==> src/source/BranchPkg.sv <==
`default_nettype none

package BranchPkg;

    // Halfword offset inside a four-halfword fetch block
    typedef logic [1:0] FetchOff_t;
    typedef logic [3:0] FetchID_t;
    typedef logic [7:0] BHist_t;
    typedef logic [2:0] RetStackIdx_t;

    typedef enum logic [1:0] {
        BR_COND,
        BR_JUMP,
        BR_CALL,
        BR_RET
    } BranchKind;

    typedef enum logic [1:0] {
        RET_NONE,
        RET_PUSH,
        RET_POP
    } RetStackAction;

    typedef enum logic [1:0] {
        HIST_NONE,
        HIST_WRITE_0,
        HIST_WRITE_1,
        HIST_APPEND_1
    } HistoryAction;

    typedef struct packed {
        logic        valid;
        BranchKind   kind;
        logic        taken;
        FetchOff_t   offs;
        logic [30:0] dst;
    } PredBranch;

    typedef struct packed {
        logic        valid;
        logic [30:0] src;
        BranchKind   kind;
        logic [30:0] dst;
    } BTUpdate;

    typedef struct packed {
        logic          taken;
        FetchID_t      fetchID;
        FetchOff_t     fetchOffs;
        logic [30:0]   dst;
        RetStackAction retAct;
        HistoryAction  histAct;
    } DecodeBranchProv;

    typedef struct packed {
        logic        valid;
        FetchID_t    fetchID;
        logic [30:0] pc;
        logic        branchTaken;
    } BPUpdate;

    // State before the block's own prediction, plus that prediction
    typedef struct packed {
        BHist_t       history;
        RetStackIdx_t rIdx;
        logic         pred;
        logic         predTaken;
        FetchOff_t    predOffs;
    } BPBackup;

endpackage

`default_nettype wire
==> src/source/BranchPredictor.sv <==
`timescale 1ns/10ps
`default_nettype none

module BranchPredictor #(
    parameter int          BTB_ENTRIES    = 32,
    parameter int          GSHARE_ENTRIES = 256,
    parameter logic [30:0] ENTRY_POINT    = 31'h0000_0400
) (
    input  wire                              clk,
    input  wire                              rst,
    input  wire                              pcValid,
    input  wire BranchPkg::FetchID_t         fetchID,
    output logic [30:0]                      pc,
    output BranchPkg::PredBranch             predBr,
    output BranchPkg::RetStackIdx_t          rIdx,
    input  wire BranchPkg::DecodeBranchProv  mispr,
    input  wire BranchPkg::BTUpdate          btUpdate,
    input  wire BranchPkg::BPUpdate          bpUpdate
);
    import BranchPkg::*;

    localparam int HIST_W = $bits(BHist_t);

    typedef struct packed {
        logic          valid;
        FetchOff_t     fetchOffs;
        RetStackAction retAct;
        HistoryAction  histAct;
    } Recovery;

    logic [30:0]  pcReg;
    logic         ignorePred;
    BHist_t       history;
    BHist_t       lookupHistory;
    BHist_t       recHistory;
    RetStackIdx_t recRIdx;
    Recovery      recovery;
    BPBackup      recBackup;
    BPUpdate      update;
    BHist_t       updHistory;

    BPBackup     bpBackup;
    BPBackup     bpRecRead;
    BPBackup     bpUpdRead;
    logic        btbHit;
    BranchKind   btbKind;
    FetchOff_t   btbOffs;
    logic [30:0] btbDst;
    logic        gsTaken;
    logic [30:0] retTop;
    logic        retPush;
    logic        retPop;
    logic [30:0] retAddr;

    // Prediction for the block in pcReg; the first cycle after a redirect has none
    always_comb begin
        predBr = '0;
        pc     = {pcReg[30:2] + 29'd1, 2'b00};
        if (ignorePred) begin
            pc = pcReg;
        end else if (btbHit && btbOffs >= pcReg[1:0]) begin
            predBr.valid = 1'b1;
            predBr.kind  = btbKind;
            predBr.offs  = btbOffs;
            predBr.dst   = (btbKind == BR_RET) ? retTop : btbDst;
            predBr.taken = (btbKind == BR_COND) ? gsTaken : 1'b1;
            if (predBr.taken) begin
                pc = predBr.dst;
            end
        end
    end

    assign retPush = pcValid && !mispr.taken && predBr.valid && predBr.kind == BR_CALL;
    assign retPop  = pcValid && !mispr.taken && predBr.valid && predBr.kind == BR_RET;
    assign retAddr = {pcReg[30:2], predBr.offs} + 31'd1;

    always_comb begin
        bpBackup.history   = history;
        bpBackup.rIdx      = rIdx;
        bpBackup.pred      = predBr.valid && predBr.kind == BR_COND;
        bpBackup.predTaken = predBr.taken;
        bpBackup.predOffs  = predBr.offs;
    end

    // Rebuild history up to and including the mispredicted branch
    always_comb begin
        recHistory = recBackup.history;
        case (recovery.histAct)
            HIST_WRITE_0: recHistory = {recHistory[HIST_W-2:0], 1'b0};
            HIST_WRITE_1: recHistory = {recHistory[HIST_W-2:0], 1'b1};
            default: begin
                if (recBackup.pred && recBackup.predOffs <= recovery.fetchOffs) begin
                    recHistory = {recHistory[HIST_W-2:0], recBackup.predTaken};
                end
            end
        endcase
        if (recovery.histAct == HIST_APPEND_1) begin
            recHistory = {recHistory[HIST_W-2:0], 1'b1};
        end
    end

    always_comb begin
        recRIdx = recBackup.rIdx;
        case (recovery.retAct)
            RET_PUSH: recRIdx = recBackup.rIdx + 1'b1;
            RET_POP:  recRIdx = recBackup.rIdx - 1'b1;
            default:  recRIdx = recBackup.rIdx;
        endcase
    end

    always_comb begin
        lookupHistory = history;
        if (recovery.valid) begin
            lookupHistory = recHistory;
        end else if (predBr.valid && predBr.kind == BR_COND) begin
            lookupHistory = {history[HIST_W-2:0], predBr.taken};
        end
    end

    always_ff @(posedge clk) begin
        if (mispr.taken) begin
            recovery.fetchOffs <= mispr.fetchOffs;
            recovery.retAct    <= mispr.retAct;
            recovery.histAct   <= mispr.histAct;
            recBackup          <= bpRecRead;
        end
        if (bpUpdate.valid) begin
            update     <= bpUpdate;
            updHistory <= bpUpdRead.history;
        end
        if (rst) begin
            pcReg          <= ENTRY_POINT;
            ignorePred     <= 1'b1;
            history        <= '0;
            recovery.valid <= 1'b0;
            update.valid   <= 1'b0;
        end else begin
            recovery.valid <= mispr.taken;
            update.valid   <= bpUpdate.valid;
            if (pcValid || recovery.valid) begin
                history <= lookupHistory;
            end
            if (mispr.taken) begin
                pcReg      <= mispr.dst;
                ignorePred <= 1'b1;
            end else if (pcValid) begin
                pcReg      <= pc;
                ignorePred <= 1'b0;
            end
        end
    end

    BranchTargetBuffer #(
        .BTB_ENTRIES(BTB_ENTRIES)
    ) btb (
        .clk        (clk),
        .rst        (rst),
        .lookupValid(pcValid),
        .lookupPc   (pc),
        .hit        (btbHit),
        .hitKind    (btbKind),
        .hitOffs    (btbOffs),
        .hitDst     (btbDst),
        .update     (btUpdate)
    );

    GsharePredictor #(
        .GSHARE_ENTRIES(GSHARE_ENTRIES)
    ) gshare (
        .clk         (clk),
        .rst         (rst),
        .predValid   (pcValid),
        .predAddr    (pc),
        .predHistory (lookupHistory),
        .predTaken   (gsTaken),
        .writeValid  (update.valid),
        .writeAddr   (update.pc),
        .writeHistory(updHistory),
        .writeTaken  (update.branchTaken)
    );

    ReturnStack retStack (
        .clk       (clk),
        .rst       (rst),
        .push      (retPush),
        .pushAddr  (retAddr),
        .pop       (retPop),
        .top       (retTop),
        .curIdx    (rIdx),
        .restore   (recovery.valid),
        .restoreIdx(recRIdx)
    );

    BackupFile backupFile (
        .clk   (clk),
        .we    (pcValid),
        .waddr (fetchID),
        .wdata (bpBackup),
        .raddr0(mispr.fetchID),
        .rdata0(bpRecRead),
        .raddr1(bpUpdate.fetchID),
        .rdata1(bpUpdRead)
    );

endmodule

`default_nettype wire

==> src/source/BackupFile.sv <==
`timescale 1ns/10ps
`default_nettype none

module BackupFile (
    input  wire                      clk,
    input  wire                      we,
    input  wire BranchPkg::FetchID_t waddr,
    input  wire BranchPkg::BPBackup  wdata,
    input  wire BranchPkg::FetchID_t raddr0,
    output BranchPkg::BPBackup       rdata0,
    input  wire BranchPkg::FetchID_t raddr1,
    output BranchPkg::BPBackup       rdata1
);
    import BranchPkg::*;

    // One entry per fetch ID in flight
    BPBackup entries [2 ** $bits(FetchID_t)];

    always_ff @(posedge clk) begin
        if (we) begin
            entries[waddr] <= wdata;
        end
    end

    assign rdata0 = entries[raddr0];
    assign rdata1 = entries[raddr1];

endmodule

`default_nettype wire

==> src/source/ReturnStack.sv <==
`timescale 1ns/10ps
`default_nettype none

module ReturnStack (
    input  wire                          clk,
    input  wire                          rst,
    input  wire                          push,
    input  wire [30:0]                   pushAddr,
    input  wire                          pop,
    output logic [30:0]                  top,
    output BranchPkg::RetStackIdx_t      curIdx,
    input  wire                          restore,
    input  wire BranchPkg::RetStackIdx_t restoreIdx
);
    import BranchPkg::*;

    localparam int DEPTH = 2 ** $bits(RetStackIdx_t);

    logic [30:0]  entries [DEPTH];
    RetStackIdx_t pushIdx;
    RetStackIdx_t popIdx;

    // Index wraps around, oldest entries get overwritten
    assign pushIdx = curIdx + 1'b1;
    assign popIdx  = curIdx - 1'b1;
    assign top     = entries[curIdx];

    always_ff @(posedge clk) begin
        if (rst) begin
            curIdx <= '0;
        end else if (restore) begin
            curIdx <= restoreIdx;
        end else if (push) begin
            curIdx <= pushIdx;
        end else if (pop) begin
            curIdx <= popIdx;
        end
    end

    always_ff @(posedge clk) begin
        if (push && !restore) begin
            entries[pushIdx] <= pushAddr;
        end
    end

    // One predicted branch per block, so never both
    pushPopExclusive: assert property (@(posedge clk) disable iff (rst)
        !(push && pop));

endmodule

`default_nettype wire

==> src/source/GsharePredictor.sv <==
`timescale 1ns/10ps
`default_nettype none

module GsharePredictor #(
    parameter int GSHARE_ENTRIES = 256
) (
    input  wire                    clk,
    input  wire                    rst,
    input  wire                    predValid,
    input  wire [30:0]             predAddr,
    input  wire BranchPkg::BHist_t predHistory,
    output logic                   predTaken,
    input  wire                    writeValid,
    input  wire [30:0]             writeAddr,
    input  wire BranchPkg::BHist_t writeHistory,
    input  wire                    writeTaken
);
    localparam int IDX_W = $clog2(GSHARE_ENTRIES);

    logic [1:0] counters [GSHARE_ENTRIES];

    logic             initBusy;
    logic [IDX_W-1:0] initIdx;
    logic [IDX_W-1:0] predIdx;
    logic [IDX_W-1:0] writeIdx;
    logic [1:0]       writeCtr;
    logic [1:0]       nextCtr;

    assign predIdx  = predAddr[IDX_W+1:2] ^ IDX_W'(predHistory);
    assign writeIdx = writeAddr[IDX_W+1:2] ^ IDX_W'(writeHistory);

    // Saturating two-bit counter step
    always_comb begin
        writeCtr = counters[writeIdx];
        nextCtr  = writeCtr;
        if (writeTaken && writeCtr != 2'd3) begin
            nextCtr = writeCtr + 2'd1;
        end else if (!writeTaken && writeCtr != 2'd0) begin
            nextCtr = writeCtr - 2'd1;
        end
    end

    always_ff @(posedge clk) begin
        if (initBusy) begin
            counters[initIdx] <= 2'd1;
        end else if (writeValid) begin
            counters[writeIdx] <= nextCtr;
        end
        if (predValid) begin
            predTaken <= counters[predIdx][1];
        end
    end

    // Sweep all counters to weakly not-taken after reset
    always_ff @(posedge clk) begin
        if (rst) begin
            initBusy <= 1'b1;
            initIdx  <= '0;
        end else if (initBusy) begin
            initIdx <= initIdx + 1'b1;
            if (initIdx == IDX_W'(GSHARE_ENTRIES - 1)) begin
                initBusy <= 1'b0;
            end
        end
    end

    noLookupDuringInit: assert property (@(posedge clk) disable iff (rst)
        initBusy |-> !predValid);

endmodule

`default_nettype wire

==> src/source/BranchTargetBuffer.sv <==
`timescale 1ns/10ps
`default_nettype none

module BranchTargetBuffer #(
    parameter int BTB_ENTRIES = 32
) (
    input  wire                  clk,
    input  wire                  rst,
    input  wire                  lookupValid,
    input  wire [30:0]           lookupPc,
    output logic                 hit,
    output BranchPkg::BranchKind hitKind,
    output BranchPkg::FetchOff_t hitOffs,
    output logic [30:0]          hitDst,
    input  wire BranchPkg::BTUpdate update
);
    import BranchPkg::*;

    localparam int IDX_W = $clog2(BTB_ENTRIES);
    localparam int TAG_W = 29 - IDX_W;

    typedef struct packed {
        logic [TAG_W-1:0] tag;
        FetchOff_t        offs;
        BranchKind        kind;
        logic [30:0]      dst;
    } BtbEntry;

    BtbEntry                entries [BTB_ENTRIES];
    logic [BTB_ENTRIES-1:0] entryValid;

    logic [IDX_W-1:0] lookupIdx;
    logic [TAG_W-1:0] lookupTag;
    logic [IDX_W-1:0] updateIdx;
    BtbEntry          newEntry;

    BtbEntry          readEntry;
    logic             readValid;
    logic [TAG_W-1:0] readTag;

    // Entry selected by the low block address bits
    assign lookupIdx = lookupPc[IDX_W+1:2];
    assign lookupTag = lookupPc[30:IDX_W+2];
    assign updateIdx = update.src[IDX_W+1:2];

    always_comb begin
        newEntry.tag  = update.src[30:IDX_W+2];
        newEntry.offs = update.src[1:0];
        newEntry.kind = update.kind;
        newEntry.dst  = update.dst;
    end

    always_ff @(posedge clk) begin
        if (rst) begin
            entryValid <= '0;
            readValid  <= 1'b0;
        end else begin
            if (update.valid) begin
                entryValid[updateIdx] <= 1'b1;
            end
            if (lookupValid) begin
                readValid <= entryValid[lookupIdx];
            end
        end
    end

    always_ff @(posedge clk) begin
        if (update.valid) begin
            entries[updateIdx] <= newEntry;
        end
        if (lookupValid) begin
            readEntry <= entries[lookupIdx];
            readTag   <= lookupTag;
        end
    end

    assign hit     = readValid && (readEntry.tag == readTag);
    assign hitKind = readEntry.kind;
    assign hitOffs = readEntry.offs;
    assign hitDst  = readEntry.dst;

    // Trained entries must carry a known kind
    updateKindKnown: assert property (@(posedge clk) disable iff (rst)
        update.valid |-> !$isunknown(update.kind));

endmodule

`default_nettype wire

==> config.mk <==
export PLATFORM = sky130hd
export DESIGN_NAME = BranchPredictor
export DESIGN_NICKNAME = d
export VERILOG_FILES = /design/src/source/BranchPkg.sv /design/src/source/BranchPredictor.sv /design/src/source/BackupFile.sv /design/src/source/ReturnStack.sv /design/src/source/GsharePredictor.sv /design/src/source/BranchTargetBuffer.sv
export SDC_FILE = /design/constraint.sdc
export NUM_CORES = 2
export LEC_CHECK = 0
export ABC_CLOCK_PERIOD_IN_PS = 16100
export BUFFER_PORTS_ARGS = -buffer_cell sky130_fd_sc_hd__buf_4
export CAP_MARGIN = 30
export CORE_MARGIN = 2
export CORE_UTILIZATION = 25
export DETAILED_ROUTE_END_ITERATION = 16
export PLACE_DENSITY = 0.47
export SLEW_MARGIN = 10
export SYNTH_ARGS = -nofsm -noshare
export SYNTH_HDL_FRONTEND = slang
export SYNTH_SLANG_ARGS = --single-unit
==> constraint.sdc <==
create_clock -name clk -period 16.1 [get_ports clk]
set_input_delay 0.805 -clock clk [delete_from_list [all_inputs] [get_ports clk]]
set_output_delay 0.805 -clock clk [all_outputs]
set_load 0.05 [all_outputs]
# After elaboration in Yosys (flattened, before gate mapping)
# Memory sizes are Yosys's and may differ from the RTL's. A register that Yosys moved wholly into a read port is not among the register bits.
# Cells that the tools add are included.
# Widths: inputs -> output; s select.
# totals
reg_bits	128
mem_bits_rw	2888
out_inout_bits	71
elab_cells	113
n_memories	4
# classes
add_sub_neg	9
n_lt_le_gt_ge	5
n_eq_ne	11
n_mux	42
n_bitwise	3
reduce_logical	23
# memory_table
memory	words	width	rd	rd_ports_with_merged_regs	write_ports	line_no	source
btb.entries	32	59	1	1	1	BranchTargetBuffer.sv:29	BtbEntry entries [BTB_ENTRIES];
gshare.counters	256	2	2	1	1	GsharePredictor.sv:20	logic [1:0] counters [GSHARE_ENTRIES];
retStack.entries	8	31	1	1	1	ReturnStack.sv:19	logic [30:0] entries [DEPTH];
backupFile.entries	16	15	2	2	1	BackupFile.sv:17	BPBackup entries [2 ** $bits(FetchID_t)];
# op_table
op	n
$mux 31	6
$mux 37	2
$mux 8	5
$or 32x32->32	1
$add 31x1->31 const B	1
$add 29x1->29 const B	1
$eq 24x24->1	1
$mux 1	17
$pmux 8 s2	1
$xor 8x8->8	2
$mux 3	5
$eq 2x2->1 const B	6
$logic_and 1x1->1	12
$lt 5x6->1 const B	2
$add 8x1->8 const B	1
$eq 8x8->1 const B	1
$add 3x1->3 const B	2
$mux 2	3
$pmux 3 s2	1
$sub 3x1->3 const B	2
$bmux 1 s5	1
$demux 1 s5	1
$ge 5x1->1 const B	1
$eq 2x1->1 const B	2
11 further kinds	16

# Logic depth before layout (Yosys ltp)
# depth
depth_word	12
ltp_mapped	18
depth_no_buf	15

# Modules after synthesis
# Synthesis repeated with hierarchy kept, for this count alone.
# hier_totals
cells_unflattened	6170
hier_area_um2	127076.9
# by_module_without_submodules
mod	n_inst	cells_each	area_per_inst_um2	seq_area_each_um2
BranchTargetBuffer	1	3017	75760.2	59847.4
GsharePredictor	1	1440	23616.4	15584.9
BackupFile	1	519	10974.3	7206.9
ReturnStack	1	402	9903.2	7567.3
BranchPredictor	1	792	6822.8	2672.6

# Worst setup path before layout
# OpenSTA, ideal clock, no wires.
# synth_path
path_kind	register to register
from	reg updHistory[0], read port of backupFile.entries
to	mem gshare.counters[0][1], data pin
setup_ns	1.573
arrival_ns	10.960
setup_slack_ns	3.567
path_stages_with_launch	13
path_buffers	2
period_less_slack_ns	12.533
cell_sequence	edfxtp_1 > xnor2_1 > clkbuf_1 > buf_1 > mux4_2 > mux4_2 > mux4_2 > mux4_2 > inv_1 > ha_1 > nor3_1 > a31oi_1 > a21oi_1
# synth_between
elab_chain_len	7
# synth_rtl
item	line_no	source
start: declaration	BranchPredictor.sv:40	BHist_t updHistory;
$xor 8x8->8 (*)	GsharePredictor.sv:30	assign writeIdx = writeAddr[IDX_W+1:2] ^ IDX_W'(writeHistory);
$mem_v2 256x2 (*)	--	
parallel branches: the longest is 3 deep, another holds $sub 2x1->2	--	
$mux 2 (*)	GsharePredictor.sv:36	if (writeTaken && writeCtr != 2'd3) begin
$mux 2 (no line) (*)	--	
end: declaration	GsharePredictor.sv:20	
# Every way passes the cells marked *.

# Worst setup path after layout
# layout_path
from	reg updHistory[1], read port of backupFile.entries
to	mem gshare.counters[232][1], data pin
# The elaborated chain is that of the path after synthesis.

==> results by group <==
Run status
  • Outcome: finished clean

Clock network
  • Root buf cell: clkbuf_16
  • CTS Hold Bufs: 12
  • Clock buffer depth: 4
  • Post-CTS setup buffer count: 0
  • CTS tree: yes
  • Htree depth: 5
  • Post-CTS Resized: 0
  • Clk_lat worst skew: 0.94 ns
  • Num CTS Buffers: 350
  • Reg clk slew, reported paths: 0.06 ns
  • Clk sink count: 3100

Finish
  • # fillers: 50400
  • Fin nets: 8795
  • FF/Latch Area: 0.0922 sq mm
  • Area of the multi-input gates: 0.0337 sq mm
  • Proportion of layout cells with a drive suffix above 1: 15.7%
  • Fin cells: 15700
  • Layout area overhead: 16.7%
  • Final Cell Area: 0.149 sq mm

Worst setup path
  • R2r worst-path depth: 18
  • Crit path required time: 16.76 ns
  • CP Class: reg -> reg
  • Worst Setup Start Kind: flip-flop
  • Worst setup EP type: flip-flop
  • CP Max Fanout: 77
  • R2R Setup Slk: 8.10 ns
  • WP data arrival: 8.66 ns

Pwr
  • Pleak: 47.1 nW
  • Internal power: 0.0139 W
  • Gate power share: 8.8%
  • Switching Power: 0.00443 W
  • Flop pwr share: 49.2%
  • Sw Share: 24.2%
  • Total design power: 0.0183 W
  • Clk pwr share: 41.9%
  • Pwr dens: 123 mW/mm^2
  • Maximum vdd drop: 0.0940 mV

GRT
  • Global-route wire length before repair: 563 mm
  • Grt total ovfl: 0
  • Initial antenna violation count: 71
  • Largest net degree at the start of global routing: 154
  • Vias in the first global route: 75100
  • Gr usage total: 14.9%

Yosys
  • Average cell area after synthesis: 15.1 sq um
  • Synth warnings: 0
  • Synth area leader: edfxtp_1
  • Post-Syn Instances: 8439
  • Post-Syn Nets: 8606
  • Async set or reset register ratio after synthesis: 0%
  • Main synth FF type: edfxtp_1
  • Synth area leaders: edfxtp_1, mux4_2, nand2_1
  • Post-synth EDFFs: 3010
  • Distinct cells, synth: 74
  • Seq/Total Area, Yosys: 72.1%
  • Cell area after synthesis: 0.128 sq mm
  • Synth top area share: 70.7%
  • Yosys reg bits: 3100

STA
  • Fin worst setup slack: 8.10 ns
  • Clock Skews: 0.0771 ns
  • Pins over their slew limit: 0
  • Setup TNS: 0 ns
  • Hold Fails Final Rpt: 0
  • Worst-margin pin slew: 1.05 ns
  • Final min period: 8.00 ns
  • Setup-failing EPs final: 0
  • Max_slew headroom: 30.1%
  • Final Cycle Share: 49.7%
  • FMAX: 125 MHz
  • RSZ-0062 raised after global routing: false

Routing
  • Wire per inst: 25.5 um
  • Top sig layer: met5
  • DRC violations left: 0
  • Met1 wire length: 177 mm
  • Post-DRT Antenna Nets: 0
  • Final WL: 400 mm
  • Routed length on met3: 33.9 mm
  • Drt first-iter violations: 7580
  • Met2 Wirelength: 180 mm
  • Via count: 76400
  • Drt pass-1 iters: 6
  • Vias per cell: 4.88

Min path
  • Worst Hold Class: in -> reg
  • Hold Path Depth: 3

Job
  • Total of max-cap violations: 0

Floorplanning
  • # rows: 262
  • Die span in x: 719 um
  • Ports: 222
  • DIE AREA: 0.517 sq mm
  • Die H: 719 um
  • Core ar.: 0.509 sq mm
  • Starting Density: 25.1%

Placed design
  • GP Congestion: 0.787
  • Setup WS pre-CTS: 7.86 ns
  • Detailed Place HPWL: 224 mm
  • Post-Place Cells: 15000
  • Dpl cell area: 0.138 sq mm
  • Port Buffer Count: 198
## layer usage
layer  track usage [%]  vias to the layer above
met2              23.2                     2829
met5                 0                        -
li1                  -                    32900
met3              3.68                      576
met4              3.30                       30
met1              21.0                    40000
## synth_stat cells (14+ instances only)
master	number
nand2b_1	14
edfxtp_1	3010
and2_1	133
mux2i_1	354
nand2_1	1568
nor3_1	24
mux4_2	391
clkbuf_1	489
o22a_1	14
a31oi_1	127
o21ai_0	40
nand4_1	24
a21o_1	61
nor2b_1	22
inv_1	35
nor2_1	548
nand3_1	278
buf_1	68
xor2_1	36
a211oi_1	190
or3_1	18
ha_1	15
xnor2_1	56
and3_1	126
a21oi_1	173
buf_2	24
a311oi_1	362
dfxtp_1	90
## critical path, cell delays in order, from the launching register on
cell	delay [ns]
edfxtp_1	0.49
xor2_4	0.79
buf_4	0.69
buf_4	0.58
buf_12	0.32
mux4_2	0.35
mux4_2	0.54
mux4_2	0.57
mux4_2	0.54
inv_1	0.08
ha_1	0.24
nor3_1	0.20
a31oi_1	0.10
a21oi_4	0.35
buf_12	0.24
buf_4	0.30
buf_16	0.30
buf_4	0.48
buf_16	0.32
## registers in the layout (all words and copies together) (netlist names), 10 cells and up, named ones only
name,cells
btb.hitDst,31
btb.readTag,24
btb.entryValid,32
recBackup,15
retStack.entries,248
gshare.counters,512
btb.entries,1888
btb.readEntry,24
backupFile.entries,240
update,10
pcReg,31
## cells in the final DEF, fill, tap and decap left out, types with 14 or more instances in the layout
cell type / n
or3_1: 18
nor2b_1: 22
nor2_4: 36
a21o_1: 61
diode_2: 21
nor3_1: 16
mux4_2: 391
bufinv_16: 23
edfxtp_1: 3010
clkbuf_1: 88
a21oi_1: 172
xnor2_1: 52
mux2i_1: 354
a311oi_1: 362
o21ai_0: 39
clkinv_2: 51
xor2_1: 32
nor2_1: 509
nand2b_1: 14
ha_1: 15
a31oi_1: 127
nand4_1: 24
clkbuf_16: 355
and2_1: 133
a211oi_1: 190
buf_4: 397
inv_1: 35
and3_1: 126
nand3_1: 277
clkinv_1: 71
buf_12: 16
dfxtp_1: 86
nand2_1: 1554
## kinds of logic (layout without fill, tap and decap cells)
kind of cell	count (synthesis)	count (layout)	synth area share, %
DFF	3100	3100	72.1
and+or+nand+nor	2805	2805	9.39
AOI/OAI and AO/OA	1028	1028	5.90
muxes	760	760	9.80
buffers and inverters	635	1100	1.94
xor gates and xnor gates	95	95	0.669
adders and majority gates	16	16	0.163
other	0	21	0
## path summary, 6_finish.rpt
kind | from | endpoint
setup / recovery | updHistory[1] | gshare.counters[232][1]
hold / removal | mispr[14] | pcReg[10]
setup reg to reg | updHistory[1] | gshare.counters[232][1]
hold reg to reg | btb.entryValid[0] | btb.entryValid[0]
## layout make-up
class	instances	area share, %
inverter	38	0.106
antenna	21	0.0352
multi-input combinational	4704	22.6
timing repair buffer	434	2.44
clock inverter	179	1.12
tap	6732	5.65
sequential	3100	61.8
clock buffer	449	6.23
## power by group through the flow
stage | Combinational, W | Sequential (W) | Clock (W)
after floorplan | 0.000980 | 0.00915 | 0
after global placement | 0.00160 | 0.00920 | 0
after detailed placement | 0.00162 | 0.00920 | 0
after CTS | 0.00163 | 0.00903 | 0.00787
after global routing | 0.00175 | 0.00904 | 0.00818
final | 0.00162 | 0.00903 | 0.00769
## per-stage QoR
step | util (%) | hold WS (ns)
after global placement | 27.0 | 0.441
after CTS | 29.2 | 0.0267
after floorplan | - | 0.432
after global routing | 29.3 | 0.0644
after detailed placement | 27.1 | 0.452
final | 29.3 | 0.116
Power figures use the tool's default switching activity.
